## config.mk

```make
export PLATFORM = sky130hd
export DESIGN_NAME = fp_noncomp_top
export DESIGN_NICKNAME = d
export VERILOG_FILES = /design/src/verilog/fp_format_pkg.sv /design/src/verilog/fp_noncomp_pkg.sv /design/src/verilog/fp_operand_stage.sv /design/src/verilog/fp_classifier.sv /design/src/verilog/fp_sign_inject.sv /design/src/verilog/fp_compare_unit.sv /design/src/verilog/fp_result_stage.sv /design/src/verilog/fp_noncomp_top.sv
export VERILOG_INCLUDE_DIRS = /design/src /design/src/verilog
export SDC_FILE = /design/constraint.sdc
export NUM_CORES = 1
export LEC_CHECK = 0
export BUFFER_PORTS_ARGS = -buffer_cell sky130_fd_sc_hd__buf_2
export CORE_AREA = 4 4 120 122
export DETAILED_ROUTE_END_ITERATION = 8
export DIE_AREA = 0 0 124 126
export GPL_ROUTABILITY_DRIVEN = 0
export GPL_TIMING_DRIVEN = 0
export PLACE_DENSITY = 0.92
export SYNTH_ARGS = -nofsm -noshare
export SYNTH_HDL_FRONTEND = slang
export SYNTH_HIERARCHICAL = 1
export SYNTH_SLANG_ARGS = --single-unit
export TNS_END_PERCENT = 10
```

## constraint.sdc

```tcl
create_clock -name clk_i -period 7.1 [get_ports clk_i]
set_input_delay 0.71 -clock clk_i [delete_from_list [all_inputs] [get_ports clk_i]]
set_output_delay 0.71 -clock clk_i [all_outputs]
set_load 0.02 [all_outputs]
```

## src/verilog/fp_noncomp_defines.svh

```systemverilog
/* FP32 only. Other formats need new widths and a new canonical NaN */
`ifndef FP_NONCOMP_DEFINES_SVH
`define FP_NONCOMP_DEFINES_SVH

// Word layout
`define FP_WIDTH      32
`define FP_EXP_BITS   8
`define FP_MAN_BITS   23

// One bit per FCLASS category
`define FP_CLASS_BITS 10

// Positive quiet NaN with only the top mantissa bit set
`define FP_QNAN       32'h7FC00000

`endif

```

## src/verilog/fp_format_pkg.sv

```systemverilog
/* FP32 number format only. Operand info carries no NaN-boxing flag */
`include "fp_noncomp_defines.svh"

package fp_format_pkg;

  // IEEE 754 single precision, sign in the MSB
  typedef struct packed {
    logic                    sign;
    logic [`FP_EXP_BITS-1:0] exponent;
    logic [`FP_MAN_BITS-1:0] mantissa;
  } fp_t;

  // Result word, either a float or an integer boolean in bit 0
  typedef union packed {
    fp_t                  fp;
    logic [`FP_WIDTH-1:0] raw;
  } fp_word_u;

  // Operand category, exactly one of the first five is set
  typedef struct packed {
    logic is_normal;
    logic is_subnormal;
    logic is_zero;
    logic is_inf;
    logic is_nan;
    logic is_signalling;
    logic is_quiet;
  } fp_info_t;

  // Exception flags, invalid down to inexact
  typedef struct packed {
    logic NV;
    logic DZ;
    logic OF;
    logic UF;
    logic NX;
  } status_t;

  // One-hot class mask, same bit order as RISC-V FCLASS
  typedef enum logic [`FP_CLASS_BITS-1:0] {
    NEGINF     = 10'b00_0000_0001,
    NEGNORM    = 10'b00_0000_0010,
    NEGSUBNORM = 10'b00_0000_0100,
    NEGZERO    = 10'b00_0000_1000,
    POSZERO    = 10'b00_0001_0000,
    POSSUBNORM = 10'b00_0010_0000,
    POSNORM    = 10'b00_0100_0000,
    POSINF     = 10'b00_1000_0000,
    SNAN       = 10'b01_0000_0000,
    QNAN       = 10'b10_0000_0000
  } classmask_e;

endpackage

```

## src/verilog/fp_noncomp_pkg.sv

```systemverilog
/* The rm field picks the sub-operation. rm values 4 to 7 are illegal and give zero results */
package fp_noncomp_pkg;

  // Operation group
  typedef enum logic [1:0] {
    SGNJ     = 2'd0,
    MINMAX   = 2'd1,
    CMP      = 2'd2,
    CLASSIFY = 2'd3
  } op_e;

  // Sub-operation, named after the rounding mode it reuses
  // RNE: SGNJ, MIN or LE
  // RTZ: SGNJN, MAX or LT
  // RDN: SGNJX or EQ
  // RUP: sign-injection passthrough
  typedef enum logic [2:0] {
    RNE = 3'd0,
    RTZ = 3'd1,
    RDN = 3'd2,
    RUP = 3'd3
  } rm_e;

endpackage

```

## src/verilog/fp_operand_stage.sv

```systemverilog
/* Data registers only load with in_valid_i and hold stale values in idle cycles */
`timescale 1ns/1ps

module fp_operand_stage (
  input  logic                 clk_i,
  input  logic                 arst_n_i,
  input  fp_format_pkg::fp_t   a_i,
  input  fp_format_pkg::fp_t   b_i,
  input  fp_noncomp_pkg::op_e  op_i,
  input  fp_noncomp_pkg::rm_e  rm_i,
  input  logic                 op_mod_i,
  input  logic                 in_valid_i,
  output fp_format_pkg::fp_t   a_o,
  output fp_format_pkg::fp_t   b_o,
  output fp_noncomp_pkg::op_e  op_o,
  output fp_noncomp_pkg::rm_e  rm_o,
  output logic                 op_mod_o,
  output logic                 valid_o
);

  // Stage valid, follows the input strobe every cycle
  always_ff @(posedge clk_i or negedge arst_n_i) begin
    if (!arst_n_i) begin
      valid_o <= 1'b0;
    end else begin
      valid_o <= in_valid_i;
    end
  end

  // Payload, captured only for accepted operations
  always_ff @(posedge clk_i) begin
    if (in_valid_i) begin
      a_o      <= a_i;
      b_o      <= b_i;
      op_o     <= op_i;
      rm_o     <= rm_i;
      op_mod_o <= op_mod_i;
    end
  end

endmodule

```

## src/verilog/fp_classifier.sv

```systemverilog
/* Combinational. NaN class ignores the sign, quiet means top mantissa bit set */
`timescale 1ns/1ps
`include "fp_noncomp_defines.svh"

module fp_classifier (
  input  fp_format_pkg::fp_t         a_i,
  input  fp_format_pkg::fp_t         b_i,
  output fp_format_pkg::fp_info_t    info_a_o,
  output fp_format_pkg::fp_info_t    info_b_o,
  output fp_format_pkg::classmask_e  class_mask_o
);

  // Category flags of one operand
  function automatic fp_format_pkg::fp_info_t classify(input fp_format_pkg::fp_t x);
    fp_format_pkg::fp_info_t info;
    logic                    exp_ones;
    logic                    exp_zero;
    logic                    man_zero;
    exp_ones           = &x.exponent;
    exp_zero           = ~|x.exponent;
    man_zero           = ~|x.mantissa;
    info.is_normal     = !exp_ones && !exp_zero;
    info.is_subnormal  = exp_zero && !man_zero;
    info.is_zero       = exp_zero && man_zero;
    info.is_inf        = exp_ones && man_zero;
    info.is_nan        = exp_ones && !man_zero;
    // NaN kind from the quiet bit
    info.is_signalling = info.is_nan && !x.mantissa[`FP_MAN_BITS-1];
    info.is_quiet      = info.is_nan && x.mantissa[`FP_MAN_BITS-1];
    return info;
  endfunction

  assign info_a_o = classify(a_i);
  assign info_b_o = classify(b_i);

  // --------------------
  // FCLASS mask of a
  always_comb begin
    if (info_a_o.is_normal) begin
      class_mask_o = a_i.sign ? fp_format_pkg::NEGNORM : fp_format_pkg::POSNORM;
    end else if (info_a_o.is_subnormal) begin
      class_mask_o = a_i.sign ? fp_format_pkg::NEGSUBNORM : fp_format_pkg::POSSUBNORM;
    end else if (info_a_o.is_zero) begin
      class_mask_o = a_i.sign ? fp_format_pkg::NEGZERO : fp_format_pkg::POSZERO;
    end else if (info_a_o.is_inf) begin
      class_mask_o = a_i.sign ? fp_format_pkg::NEGINF : fp_format_pkg::POSINF;
    end else begin
      // Only NaN is left here
      class_mask_o = info_a_o.is_signalling ? fp_format_pkg::SNAN : fp_format_pkg::QNAN;
    end
  end

endmodule

```

## src/verilog/fp_sign_inject.sv

```systemverilog
/* Combinational. Never raises flags, illegal rm gives a zero word */
`timescale 1ns/1ps

module fp_sign_inject (
  input  fp_format_pkg::fp_t        a_i,
  input  fp_format_pkg::fp_t        b_i,
  input  fp_noncomp_pkg::rm_e       rm_i,
  input  logic                      op_mod_i,
  output fp_format_pkg::fp_word_u   result_o,
  output logic                      ext_bit_o
);

  fp_format_pkg::fp_t sgnj;

  // Magnitude of a, sign chosen by rm
  always_comb begin
    sgnj = a_i;
    case (rm_i)
      fp_noncomp_pkg::RNE: sgnj.sign = b_i.sign;
      fp_noncomp_pkg::RTZ: sgnj.sign = ~b_i.sign;
      fp_noncomp_pkg::RDN: sgnj.sign = a_i.sign ^ b_i.sign;
      fp_noncomp_pkg::RUP: sgnj      = a_i;
      default:             sgnj      = '0;
    endcase
  end

  assign result_o.fp = sgnj;

  // Sign-extend into an integer register when op_mod is set
  assign ext_bit_o = op_mod_i ? sgnj.sign : 1'b1;

endmodule

```

## src/verilog/fp_compare_unit.sv

```systemverilog
/* Combinational. Min/max is quiet (only sNaN flags NV), LE/LT signal on any NaN */
`timescale 1ns/1ps
`include "fp_noncomp_defines.svh"

module fp_compare_unit (
  input  fp_format_pkg::fp_t        a_i,
  input  fp_format_pkg::fp_t        b_i,
  input  fp_format_pkg::fp_info_t   info_a_i,
  input  fp_format_pkg::fp_info_t   info_b_i,
  input  fp_noncomp_pkg::rm_e       rm_i,
  input  logic                      op_mod_i,
  output fp_format_pkg::fp_word_u   minmax_o,
  output fp_format_pkg::fp_word_u   cmp_o,
  output fp_format_pkg::status_t    minmax_status_o,
  output fp_format_pkg::status_t    cmp_status_o
);

  logic any_nan;
  logic any_snan;
  logic a_smaller;
  logic equal;
  logic cmp_bit;

  // --------------------
  // Shared ordering
  assign any_nan  = info_a_i.is_nan | info_b_i.is_nan;
  assign any_snan = info_a_i.is_signalling | info_b_i.is_signalling;
  // Sign-magnitude order from an unsigned compare, flipped once a sign is set
  assign a_smaller = (a_i < b_i) ^ (a_i.sign | b_i.sign);
  // +0 and -0 are equal
  assign equal     = (a_i == b_i) | (info_a_i.is_zero & info_b_i.is_zero);

  // --------------------
  // Min / max
  always_comb begin
    minmax_status_o    = '0;
    minmax_status_o.NV = any_snan;
    if (info_a_i.is_nan && info_b_i.is_nan) begin
      minmax_o.raw = `FP_QNAN;
    end else if (info_a_i.is_nan) begin
      minmax_o.fp = b_i;
    end else if (info_b_i.is_nan) begin
      minmax_o.fp = a_i;
    end else begin
      case (rm_i)
        fp_noncomp_pkg::RNE: minmax_o.fp = a_smaller ? a_i : b_i;
        fp_noncomp_pkg::RTZ: minmax_o.fp = a_smaller ? b_i : a_i;
        default:             minmax_o.raw = '0;
      endcase
    end
  end

  // --------------------
  // Comparisons, op_mod inverts the boolean
  always_comb begin
    cmp_bit      = 1'b0;
    cmp_status_o = '0;
    if (any_snan) begin
      cmp_status_o.NV = 1'b1;
    end else begin
      case (rm_i)
        fp_noncomp_pkg::RNE: begin
          if (any_nan) cmp_status_o.NV = 1'b1;
          else cmp_bit = (a_smaller | equal) ^ op_mod_i;
        end
        fp_noncomp_pkg::RTZ: begin
          if (any_nan) cmp_status_o.NV = 1'b1;
          else cmp_bit = (a_smaller & ~equal) ^ op_mod_i;
        end
        // Quiet NaN is unequal to everything
        fp_noncomp_pkg::RDN: cmp_bit = any_nan ? op_mod_i : (equal ^ op_mod_i);
        default:             cmp_bit = 1'b0;
      endcase
    end
  end

  // Boolean in bit 0 of an integer word
  assign cmp_o.raw = {{(`FP_WIDTH-1){1'b0}}, cmp_bit};

endmodule

```

## src/verilog/fp_result_stage.sv

```systemverilog
/* No back-pressure. Each registered result is offered for exactly one cycle */
`timescale 1ns/1ps

module fp_result_stage (
  input  logic                       clk_i,
  input  logic                       arst_n_i,
  input  logic                       valid_i,
  input  fp_noncomp_pkg::op_e        op_i,
  input  fp_format_pkg::fp_word_u    sgnj_i,
  input  fp_format_pkg::fp_word_u    minmax_i,
  input  fp_format_pkg::fp_word_u    cmp_i,
  input  logic                       sgnj_ext_i,
  input  fp_format_pkg::status_t     minmax_status_i,
  input  fp_format_pkg::status_t     cmp_status_i,
  input  fp_format_pkg::classmask_e  class_mask_i,
  output fp_format_pkg::fp_word_u    result_o,
  output fp_format_pkg::status_t     status_o,
  output logic                       extension_bit_o,
  output fp_format_pkg::classmask_e  class_mask_o,
  output logic                       is_class_o,
  output logic                       out_valid_o,
  output logic                       busy_o
);

  fp_format_pkg::fp_word_u result_d;
  fp_format_pkg::status_t  status_d;
  logic                    ext_d;
  logic                    is_class_d;

  // --------------------
  // Select by op group
  always_comb begin
    // Classification leaves word and flags at zero
    result_d = '0;
    status_d = '0;
    ext_d    = 1'b0;
    case (op_i)
      fp_noncomp_pkg::SGNJ: begin
        result_d = sgnj_i;
        ext_d    = sgnj_ext_i;
      end
      fp_noncomp_pkg::MINMAX: begin
        result_d = minmax_i;
        status_d = minmax_status_i;
        ext_d    = 1'b1;  // float result, NaN-box upper bits
      end
      fp_noncomp_pkg::CMP: begin
        result_d = cmp_i;
        status_d = cmp_status_i;
      end
      default: ext_d = 1'b0;
    endcase
  end

  assign is_class_d = (op_i == fp_noncomp_pkg::CLASSIFY);

  // --------------------
  // Output registers
  always_ff @(posedge clk_i or negedge arst_n_i) begin
    if (!arst_n_i) begin
      result_o        <= '0;
      status_o        <= '0;
      extension_bit_o <= 1'b0;
      class_mask_o    <= fp_format_pkg::classmask_e'(0);
      is_class_o      <= 1'b0;
      out_valid_o     <= 1'b0;
    end else begin
      out_valid_o <= valid_i;
      // Hold last result over bubbles
      if (valid_i) begin
        result_o        <= result_d;
        status_o        <= status_d;
        extension_bit_o <= ext_d;
        class_mask_o    <= class_mask_i;
        is_class_o      <= is_class_d;
      end
    end
  end

  // In flight in either register stage
  assign busy_o = valid_i | out_valid_o;

endmodule

```

## src/verilog/fp_noncomp_top.sv

```systemverilog
/* FP32 non-computational unit, fixed 2-cycle latency. Downstream must accept every cycle */
`timescale 1ns/1ps

module fp_noncomp_top (
  input  logic                       clk_i,
  input  logic                       arst_n_i,
  input  fp_format_pkg::fp_t         a_i,
  input  fp_format_pkg::fp_t         b_i,
  input  fp_noncomp_pkg::op_e        op_i,
  input  fp_noncomp_pkg::rm_e        rm_i,
  input  logic                       op_mod_i,
  input  logic                       in_valid_i,
  output fp_format_pkg::fp_word_u    result_o,
  output fp_format_pkg::status_t     status_o,
  output logic                       extension_bit_o,
  output fp_format_pkg::classmask_e  class_mask_o,
  output logic                       is_class_o,
  output logic                       out_valid_o,
  output logic                       busy_o
);

  // Stage 1 outputs
  fp_format_pkg::fp_t        a_q;
  fp_format_pkg::fp_t        b_q;
  fp_noncomp_pkg::op_e       op_q;
  fp_noncomp_pkg::rm_e       rm_q;
  logic                      op_mod_q;
  logic                      valid_q;
  // Combinational results between the stages
  fp_format_pkg::fp_info_t   info_a;
  fp_format_pkg::fp_info_t   info_b;
  fp_format_pkg::classmask_e class_mask;
  fp_format_pkg::fp_word_u   sgnj_word;
  logic                      sgnj_ext;
  fp_format_pkg::fp_word_u   minmax_word;
  fp_format_pkg::fp_word_u   cmp_word;
  fp_format_pkg::status_t    minmax_status;
  fp_format_pkg::status_t    cmp_status;

  fp_operand_stage u_operand_stage (
    .clk_i      (clk_i),
    .arst_n_i   (arst_n_i),
    .a_i        (a_i),
    .b_i        (b_i),
    .op_i       (op_i),
    .rm_i       (rm_i),
    .op_mod_i   (op_mod_i),
    .in_valid_i (in_valid_i),
    .a_o        (a_q),
    .b_o        (b_q),
    .op_o       (op_q),
    .rm_o       (rm_q),
    .op_mod_o   (op_mod_q),
    .valid_o    (valid_q)
  );

  fp_classifier u_classifier (
    .a_i          (a_q),
    .b_i          (b_q),
    .info_a_o     (info_a),
    .info_b_o     (info_b),
    .class_mask_o (class_mask)
  );

  fp_sign_inject u_sign_inject (
    .a_i       (a_q),
    .b_i       (b_q),
    .rm_i      (rm_q),
    .op_mod_i  (op_mod_q),
    .result_o  (sgnj_word),
    .ext_bit_o (sgnj_ext)
  );

  fp_compare_unit u_compare_unit (
    .a_i             (a_q),
    .b_i             (b_q),
    .info_a_i        (info_a),
    .info_b_i        (info_b),
    .rm_i            (rm_q),
    .op_mod_i        (op_mod_q),
    .minmax_o        (minmax_word),
    .cmp_o           (cmp_word),
    .minmax_status_o (minmax_status),
    .cmp_status_o    (cmp_status)
  );

  fp_result_stage u_result_stage (
    .clk_i           (clk_i),
    .arst_n_i        (arst_n_i),
    .valid_i         (valid_q),
    .op_i            (op_q),
    .sgnj_i          (sgnj_word),
    .minmax_i        (minmax_word),
    .cmp_i           (cmp_word),
    .sgnj_ext_i      (sgnj_ext),
    .minmax_status_i (minmax_status),
    .cmp_status_i    (cmp_status),
    .class_mask_i    (class_mask),
    .result_o        (result_o),
    .status_o        (status_o),
    .extension_bit_o (extension_bit_o),
    .class_mask_o    (class_mask_o),
    .is_class_o      (is_class_o),
    .out_valid_o     (out_valid_o),
    .busy_o          (busy_o)
  );

endmodule

```

==> impl_metrics.tcl, run 1 <==
set metrics [dict create \
    status "finished, violations left" \
    violations "design-rule violations" \
    cts_resized 0 \
    cts-root-buf "clkbuf_16" \
    h-tree-depth 4 \
    worstPathMaxFanout 9 \
    period_share_pct 56.17 \
    via_per_inst 6.125 \
    tns_ps 0 \
    core_area_mm2 0.01319 \
    gr-usage-all-layers_pct 27.37 \
    slew_headroom_pct 21.33 \
    clock_skew_ps 13.41 \
    antennaDiodeCount 0 \
    drt_wl_total_um 21040 \
    die_area_mm2 0.01562 \
    numCtsBuffers 17 \
    arrival_ps 4250 \
    num_rows 42 \
    cap_violations 0 \
    regArea_mm2 0.003378 \
    antenna_found_initial 0 \
    post_cts.repair.setup_buffers 0 \
    clock-sinks 121 \
    first_pass_iters 9 \
    antenna_violating_nets_post_route 0 \
    fin_nets 1047 \
    drtIter0Drc 885 \
    leakagePower_nw 4.458 \
    clk_pin_slew_ps 60 \
    avgSynthCellArea_um2 10.46 \
    min_path_type "reg2reg" \
    ys_warn_count 6 \
    vdd_drop_max_mv 0.2043 \
    grt_start_max_net_pins 52 \
    start_util_pct 59.78 \
    wl_per_cell_um 18.72 \
    dp_hpwl_um 15850 \
    worst_pin_slew_ps 1180 \
    drive_gt1_share_pct 26.69 \
    ctsHoldBuffers 0 \
    vias 6884 \
    grt_pass1_vias 6583 \
    setup_viol 0 \
    overflow 0 \
    clk_latency_ps 420 \
    synth_area_mm2 0.007885 \
    portBuffers 123 \
    place_ws_ps 3307 \
    die_w_um 124 \
    mostFrequentLayoutCells "buf_2 (136), inv_1 (77), edfxtp_1 (70)" \
    drv_slew 0 \
    area_growth_pct 20.12 \
    fmaxAchievable_mhz 250.8 \
    period_minus_slack_ps 3988 \
    drc 3 \
    end_kind "flop" \
    cts_tree "done" \
    synthCells 754 \
    path_class "reg2reg" \
    rsz0062_at_grt "false" \
    num-fill-cells 936 \
    hold_violations 0 \
    worst_slack_ps 3112 \
    grt_pass1_wl_um 33470 \
    die_h_um 126 \
    boundaryPins 124 \
    clock_path_buffers 2 \
    cp-start-kind "flop" \
    multi_input_area_mm2 0.003751 \
    worstPathRequired_ps 7360 \
    final_common_cell "buf_2" \
    power_density_mw_per_mm2 226.9 \
]
==> worst max-delay path, stage by stage, from the launching register on <==
cell      delay [ps]
edfxtp_1         510
ha_1             380
a21oi_1          220
nand2_1           90
a221o_1          420
o311a_1          410
a211oi_2         300
mux2i_1          730
o31ai_1          180
a222oi_1         440
o22ai_1          150
==> power by group <==
| part | switching (mW) | internal [mW] |
|---|---|---|
| Sequential | 0.0697 | 0.812 |
| Clock | 0.311 | 0.527 |
| Combinational | 0.249 | 0.181 |
| Total | 0.629 | 1.52 |
==> per-layer routing <==
metal	global-route usage (%)	part of all wire, %	vias up
met1	36.48	40	3227
met5	0	0	-
met4	9.149	2.2	0
met2	44.54	48	427
li1	-	-	3182
met3	5.650	9.8	48
==> path summary, 6_finish.rpt <==
path / from / endpoint / slack, ps / cells past startpoint
min in group asynchronous: arst_n_i / u_result_stage/result_o[4] / 520 / 1
setup / recovery: u_operand_stage/a_o[14] / u_result_stage/result_o[30] / 3110 / 10
hold / removal: u_operand_stage/valid_o / u_result_stage/out_valid_o / 400 / 0
hold reg to reg: u_operand_stage/valid_o / u_result_stage/out_valid_o / 400 / 0
setup reg to reg: u_operand_stage/a_o[14] / u_result_stage/result_o[30] / 3110 / 10
max in group asynchronous: arst_n_i / u_result_stage/result_o[24] / 5830 / 1
==> state kept, by name, summed over array words and instances (netlist names) <==
signal,cells
u_result_stage/is_class_o,1
u_result_stage/class_mask_o,10
u_result_stage/status_o,5
u_result_stage/out_valid_o,1
u_operand_stage/op_o,2
u_operand_stage/op_mod_o,1
u_operand_stage/a_o,32
u_result_stage/extension_bit_o,1
u_operand_stage/valid_o,1
u_operand_stage/rm_o,3
u_result_stage/result_o,32
u_operand_stage/b_o,32
==> stage by stage <==
step / std cells / power [mW] / area (um^2) / util [%] / hold slack [ps]
6_report: 1124 / 2.149 / 9472 / 71.81 / 395.4
5_1_grt: 1124 / 2.240 / 9472 / 71.81 / 399.3
4_1_cts: 1124 / 2.152 / 9472 / 71.81 / 389.2
3_5_place_dp: 1092 / 1.307 / 8884 / 67.35 / 368.7
3_3_place_gp: 1091 / 1.292 / 8864 / 67.20 / 352.5
2_1_floorplan: 792 / 1.160 / 8028 / - / 348.7
==> cell type report <==
type / instances / area share (%)
flip-flops and latches: 121 / 35.67
clock buffers: 19 / 4.676
well taps: 176 / 2.325
inverters: 77 / 3.052
clock inverters: 13 / 1.532
repair buffers: 124 / 6.711
plain buffers: 93 / 6.433
multi-input cells: 501 / 39.60
Power figures use the tool's default switching activity.
==> run 2, diff against run 1 <==
- CORE_AREA: 4 4 120 122 -> 4 4 122 124
- DIE_AREA: 0 0 124 126 -> 0 0 126 128
- PLACE_DENSITY: 0.92 -> 0.9
- clock period: 7.1 -> 4 ns (I/O delays scaled with it)
==> impl_metrics.tcl, run 2 (synthesis results as in run 1) <==
set metrics [dict create \
    num_rows 43 \
    worstPathMaxFanout 10 \
    placed_area_mm2 0.008871 \
    boundaryPins 124 \
    fin_nets 1046 \
    power_density_mw_per_mm2 397.2 \
    r2r-start "u_operand_stage/a_o[14]" \
    drc 0 \
    vdd_drop_max_mv 0.2867 \
    tns_ps 0 \
    core_area_mm2 0.01377 \
    largest_registers "u_operand_stage/a_o (32), u_operand_stage/b_o (32), u_result_stage/result_o (32)" \
    hold_violations 0 \
    final_common_cell "buf_2" \
    path_cells "ha_1 -> nand4_1 -> or3_1 -> a21oi_2 -> o31ai_4 -> a21oi_2 -> clkbuf_1 -> nor4b_1 -> a211o_1 -> a222oi_1 -> o22ai_1" \
    cts_tree "done" \
    portBuffers 123 \
    clock_path_buffers 2 \
    path_class "reg2reg" \
    setup_viol 0 \
    overflow 0 \
    period_share_pct 95.23 \
    holdWs_ps 150.1 \
    end_kind "flop" \
    multi_input_area_mm2 0.003755 \
    antenna_violating_nets_post_route 0 \
    critPathTopFamily "compound AO/OA/AOI/OAI gates" \
    regArea_mm2 0.003378 \
    cp-start-kind "flop" \
    drt_wl_total_um 21590 \
    die_h_um 128 \
    crit_top_cell "a21oi_2" \
    final_cells 1126 \
    dp_hpwl_um 16050 \
    first_pass_iters 9 \
    status "finished clean" \
    grt_start_max_net_pins 72 \
    h-tree-depth 4 \
    area_growth_pct 19.57 \
    clock_skew_ps 10.15 \
    gr-usage-all-layers_pct 26.76 \
    wl_per_cell_um 19.17 \
    cts-root-buf "clkbuf_16" \
    cp_num_buf_inv 1 \
    clk_pin_slew_ps 60 \
    mostFrequentLayoutCells "buf_2 (135), inv_1 (77), edfxtp_1 (70)" \
    cap_violations 0 \
    fmaxAchievable_mhz 262.5 \
    antenna_found_initial 0 \
    vias 6960 \
    fin_area_mm2 0.009428 \
    rsz0062_at_grt "false" \
    drv_slew 0 \
    clock-sinks 121 \
    hold_start "b_i[18]" \
    arrival_ps 4090 \
    via_per_inst 6.181 \
    worst_pin_slew_ps 1189 \
    slowest_stage "a222oi_1" \
    worstPathRequired_ps 4280 \
    grt_pass1_vias 6684 \
    slew_headroom_pct 20.74 \
    slowest_delay_ps 540 \
    min_path_type "in2reg" \
    num-fill-cells 1044 \
    p_total_mw 3.745 \
    period_minus_slack_ps 3809 \
    clk_latency_ps 420 \
    numCtsBuffers 17 \
    post_cts.repair.setup_buffers 0 \
    die_w_um 126 \
    antennaDiodeCount 0 \
    die_area_mm2 0.01613 \
    grt_pass1_wl_um 34180 \
    critPathLaunch "u_operand_stage/a_o[14]" \
    leakagePower_nw 4.432 \
    post-place-cells 1095 \
    start_util_pct 57.25 \
    drtIter0Drc 756 \
    drive_gt1_share_pct 26.53 \
]
[run 2: cell count changes in the layout (fill, tap and decap cells not counted), sizes merged]
| cell | previous run | this run |
|---|---|---|
| clkbuf | 44 | 42 |
| clkinv | 6 | 9 |
| bufinv | 2 | 1 |
| clkinvlp | 3 | 2 |
| buf | 192 | 191 |
[run 2: worst register-to-register path: stages, from the launching register on]
cell and delay (ps):
edfxtp_1 500, ha_1 400, nand4_1 200, or3_1 420, a21oi_2 200, o31ai_4 130, a21oi_2 300, clkbuf_1 440
nor4b_1 120, a211o_1 290, a222oi_1 540, o22ai_1 130
[run 2: path summary, 6_finish.rpt]
path,slack [ps],to,depth (start not counted)
worst max register to register,190,u_result_stage/result_o[13],11
min in group asynchronous,230,u_result_stage/result_o[4],1
max in group asynchronous,3040,u_result_stage/result_o[28],1
worst min register to register,400,u_result_stage/out_valid_o,0
worst max-delay path,190,u_result_stage/result_o[13],11
worst min-delay path,150,u_operand_stage/b_o[18],1
[run 2: layout make-up]
class	instances	share of cell area, %
Inverter	77	3.066
Sequential cell	121	35.83
Multi-Input combinational cell	501	39.83
Timing Repair Buffer	123	6.556
Tap cell	180	2.389
Clock inverter	14	1.354
Buffer	93	6.463
Clock buffer	17	4.512
[run 2: repair_timing]
| item | 4_1_cts | 5_1_grt |
|---|---|---|
| resized for setup | 0 | 1 |
| hold buffers | 0 | 0 |
| endpoints found under the hold margin | 0 | 0 |
| setup endpoints to repair | 0 | 9 |
[run 2: power breakdown]
group	leakage (nW)	internal (mW)	switching, mW
Combinational	2.80	0.320	0.446
Clock	0.265	0.851	0.564
Sequential	1.36	1.44	0.123
Total	4.43	2.61	1.13
[run 2: stage by stage]
stage / setup slack, ps / util [%]
5_1_grt: 1.875 / 68.45
3_3_place_gp: 275.8 / 64.39
4_1_cts: 175.8 / 68.42
6_report: 190.8 / 68.45
2_1_floorplan: 835.1 / -
3_5_place_dp: 284.3 / 64.41
[run 2: per-layer routing]
| layer | global-route usage (%) | routed length, um | vias up |
|---|---|---|---|
| li1 | - | - | 3183 |
| met1 | 33.91 | 8372 | 3277 |
| met2 | 43.16 | 10160 | 441 |
| met3 | 8.042 | 2376 | 59 |
| met4 | 10.85 | 675 | 0 |
| met5 | 0 | 0 | - |
==> run 3, diff against run 2 <==
- GPL_TIMING_DRIVEN: 0 -> not set
==> impl_metrics.tcl, run 3 (synthesis results as in run 1) <==
set metrics [dict create \
    status "finished, violations left" \
    violations "design-rule violations" \
    post-place-cells 1026 \
    start_util_pct 57.25 \
    num_rows 43 \
    worstPathRequired_ps 4270 \
    drtIter0Drc 855 \
    die_area_mm2 0.01613 \
    vias 6688 \
    clock_skew_ps 9.905 \
    tns_ps 0 \
    core_area_mm2 0.01377 \
    worstPathMaxFanout 13 \
    grt_pass1_wl_um 33690 \
    period_share_pct 92.98 \
    grt_start_max_net_pins 52 \
    numCtsBuffers 17 \
    dp_hpwl_um 14730 \
    cts-root-buf "clkbuf_16" \
    grt_busiest_layer "met2" \
    clk_pin_slew_ps 50 \
    cp_num_buf_inv 1 \
    die_w_um 126 \
    gr-usage-all-layers_pct 26.17 \
    clock-sinks 121 \
    grt_pass1_vias 6560 \
    final_common_cell "buf_2" \
    cap_violations 0 \
    worst_pin_slew_ps 1202 \
    h-tree-depth 4 \
    hold_violations 0 \
    drc 13 \
    power_density_mw_per_mm2 416.9 \
    crit_top_cell "a21oi_2" \
    regArea_mm2 0.003378 \
    critPathTopFamily "compound AO/OA/AOI/OAI gates" \
    vdd_drop_max_mv 0.3445 \
    path_class "reg2reg" \
    rsz0062_at_grt "false" \
    antenna_found_initial 0 \
    fmaxAchievable_mhz 268.9 \
    overflow 0 \
    drive_gt1_share_pct 24.09 \
    met2_usage_pct 40.22 \
    cp-start-kind "flop" \
    die_h_um 128 \
    path_cells "ha_1 -> nand4_1 -> or3_1 -> a21oi_2 -> o31ai_4 -> a21oi_2 -> buf_4 -> nor3_4 -> a211o_1 -> a222oi_1 -> o22ai_1" \
    end_kind "flop" \
    antenna_violating_nets_post_route 0 \
    drt_wl_total_um 21250 \
    largest_registers "u_operand_stage/a_o (32), u_operand_stage/b_o (32), u_result_stage/result_o (32)" \
    multi_input_area_mm2 0.003762 \
    num-fill-cells 1069 \
    drv_slew 0 \
    arrival_ps 3990 \
    slew_headroom_pct 19.68 \
    period_minus_slack_ps 3719 \
    final_cells 1060 \
    clk_latency_ps 430 \
    area_growth_pct 14.71 \
    antennaDiodeCount 0 \
    use_met3_pct 6.542 \
    min_path_type "in2async" \
    via_per_inst 6.309 \
    cts_tree "done" \
    slowest_delay_ps 490 \
    clock_path_buffers 2 \
    slowest_stage "edfxtp_1" \
    portBuffers 123 \
    setup_viol 0 \
    leakagePower_nw 4.189 \
    first_pass_iters 9 \
    mostFrequentLayoutCells "buf_2 (123), inv_1 (77), edfxtp_1 (70)" \
    wl_per_cell_um 20.05 \
    boundaryPins 124 \
    fin_nets 979 \
    met1_usage_pct 35.24 \
]
-- run 3: area by class of cell --
cell class | instances | area share, %
clock buffers | 18 | 4.745
clock inverters | 14 | 1.660
inverters | 77 | 3.195
multi-input cells | 501 | 41.60
flip-flops and latches | 121 | 37.35
well taps | 180 | 2.490
repair buffers | 149 | 8.964
-- run 3: final timing paths --
path	slack, ps	endpoint	start	cells after the start
worst min-delay path	110	u_result_stage/result_o[7]	arst_n_i	2
worst max register to register	280	u_result_stage/result_o[5]	u_operand_stage/a_o[9]	11
max in group asynchronous	3420	u_result_stage/result_o[26]	arst_n_i	2
worst max-delay path	280	u_result_stage/result_o[5]	u_operand_stage/a_o[9]	11
min in group clk_i	150	u_operand_stage/b_o[0]	b_i[0]	1
worst min register to register	490	u_result_stage/class_mask_o[1]	u_result_stage/class_mask_o[1]	1
-- run 3: per-layer routing --
layer | share of wire, % | vias to the layer above
met2 | 45 | 458
met1 | 40 | 3112
met3 | 11 | 75
met4 | 3.6 | 0
met5 | 0 | -
li1 | - | 3043
-- run 3: power breakdown --
group / internal [mW] / total (mW) / switching (mW)
registers: 1.44 / 1.56 / 0.120
logic: 0.281 / 0.721 / 0.440
clock network: 0.919 / 1.49 / 0.571
total: 2.64 / 3.77 / 1.13
-- run 3: stage by stage --
stage	setup slack (ps)	cell area [um^2]	util (%)	power (mW)	hold WS, ps
2_1_floorplan	835.1	8028	-	2.058	104.4
3_3_place_gp	308.8	8443	61.30	2.244	464.9
3_5_place_dp	98.83	8443	61.30	2.274	477.8
4_1_cts	35.30	9022	65.51	3.778	119.2
5_1_grt	112.2	9045	65.67	3.918	132.0
6_report	280.7	9045	65.67	3.771	106.2
-- run 3: timing repair --
item,4_1_cts,5_1_grt
endpoints found under the setup margin,0,10
buffers inserted,0,2
hold buffers,0,0
resized for setup,0,2
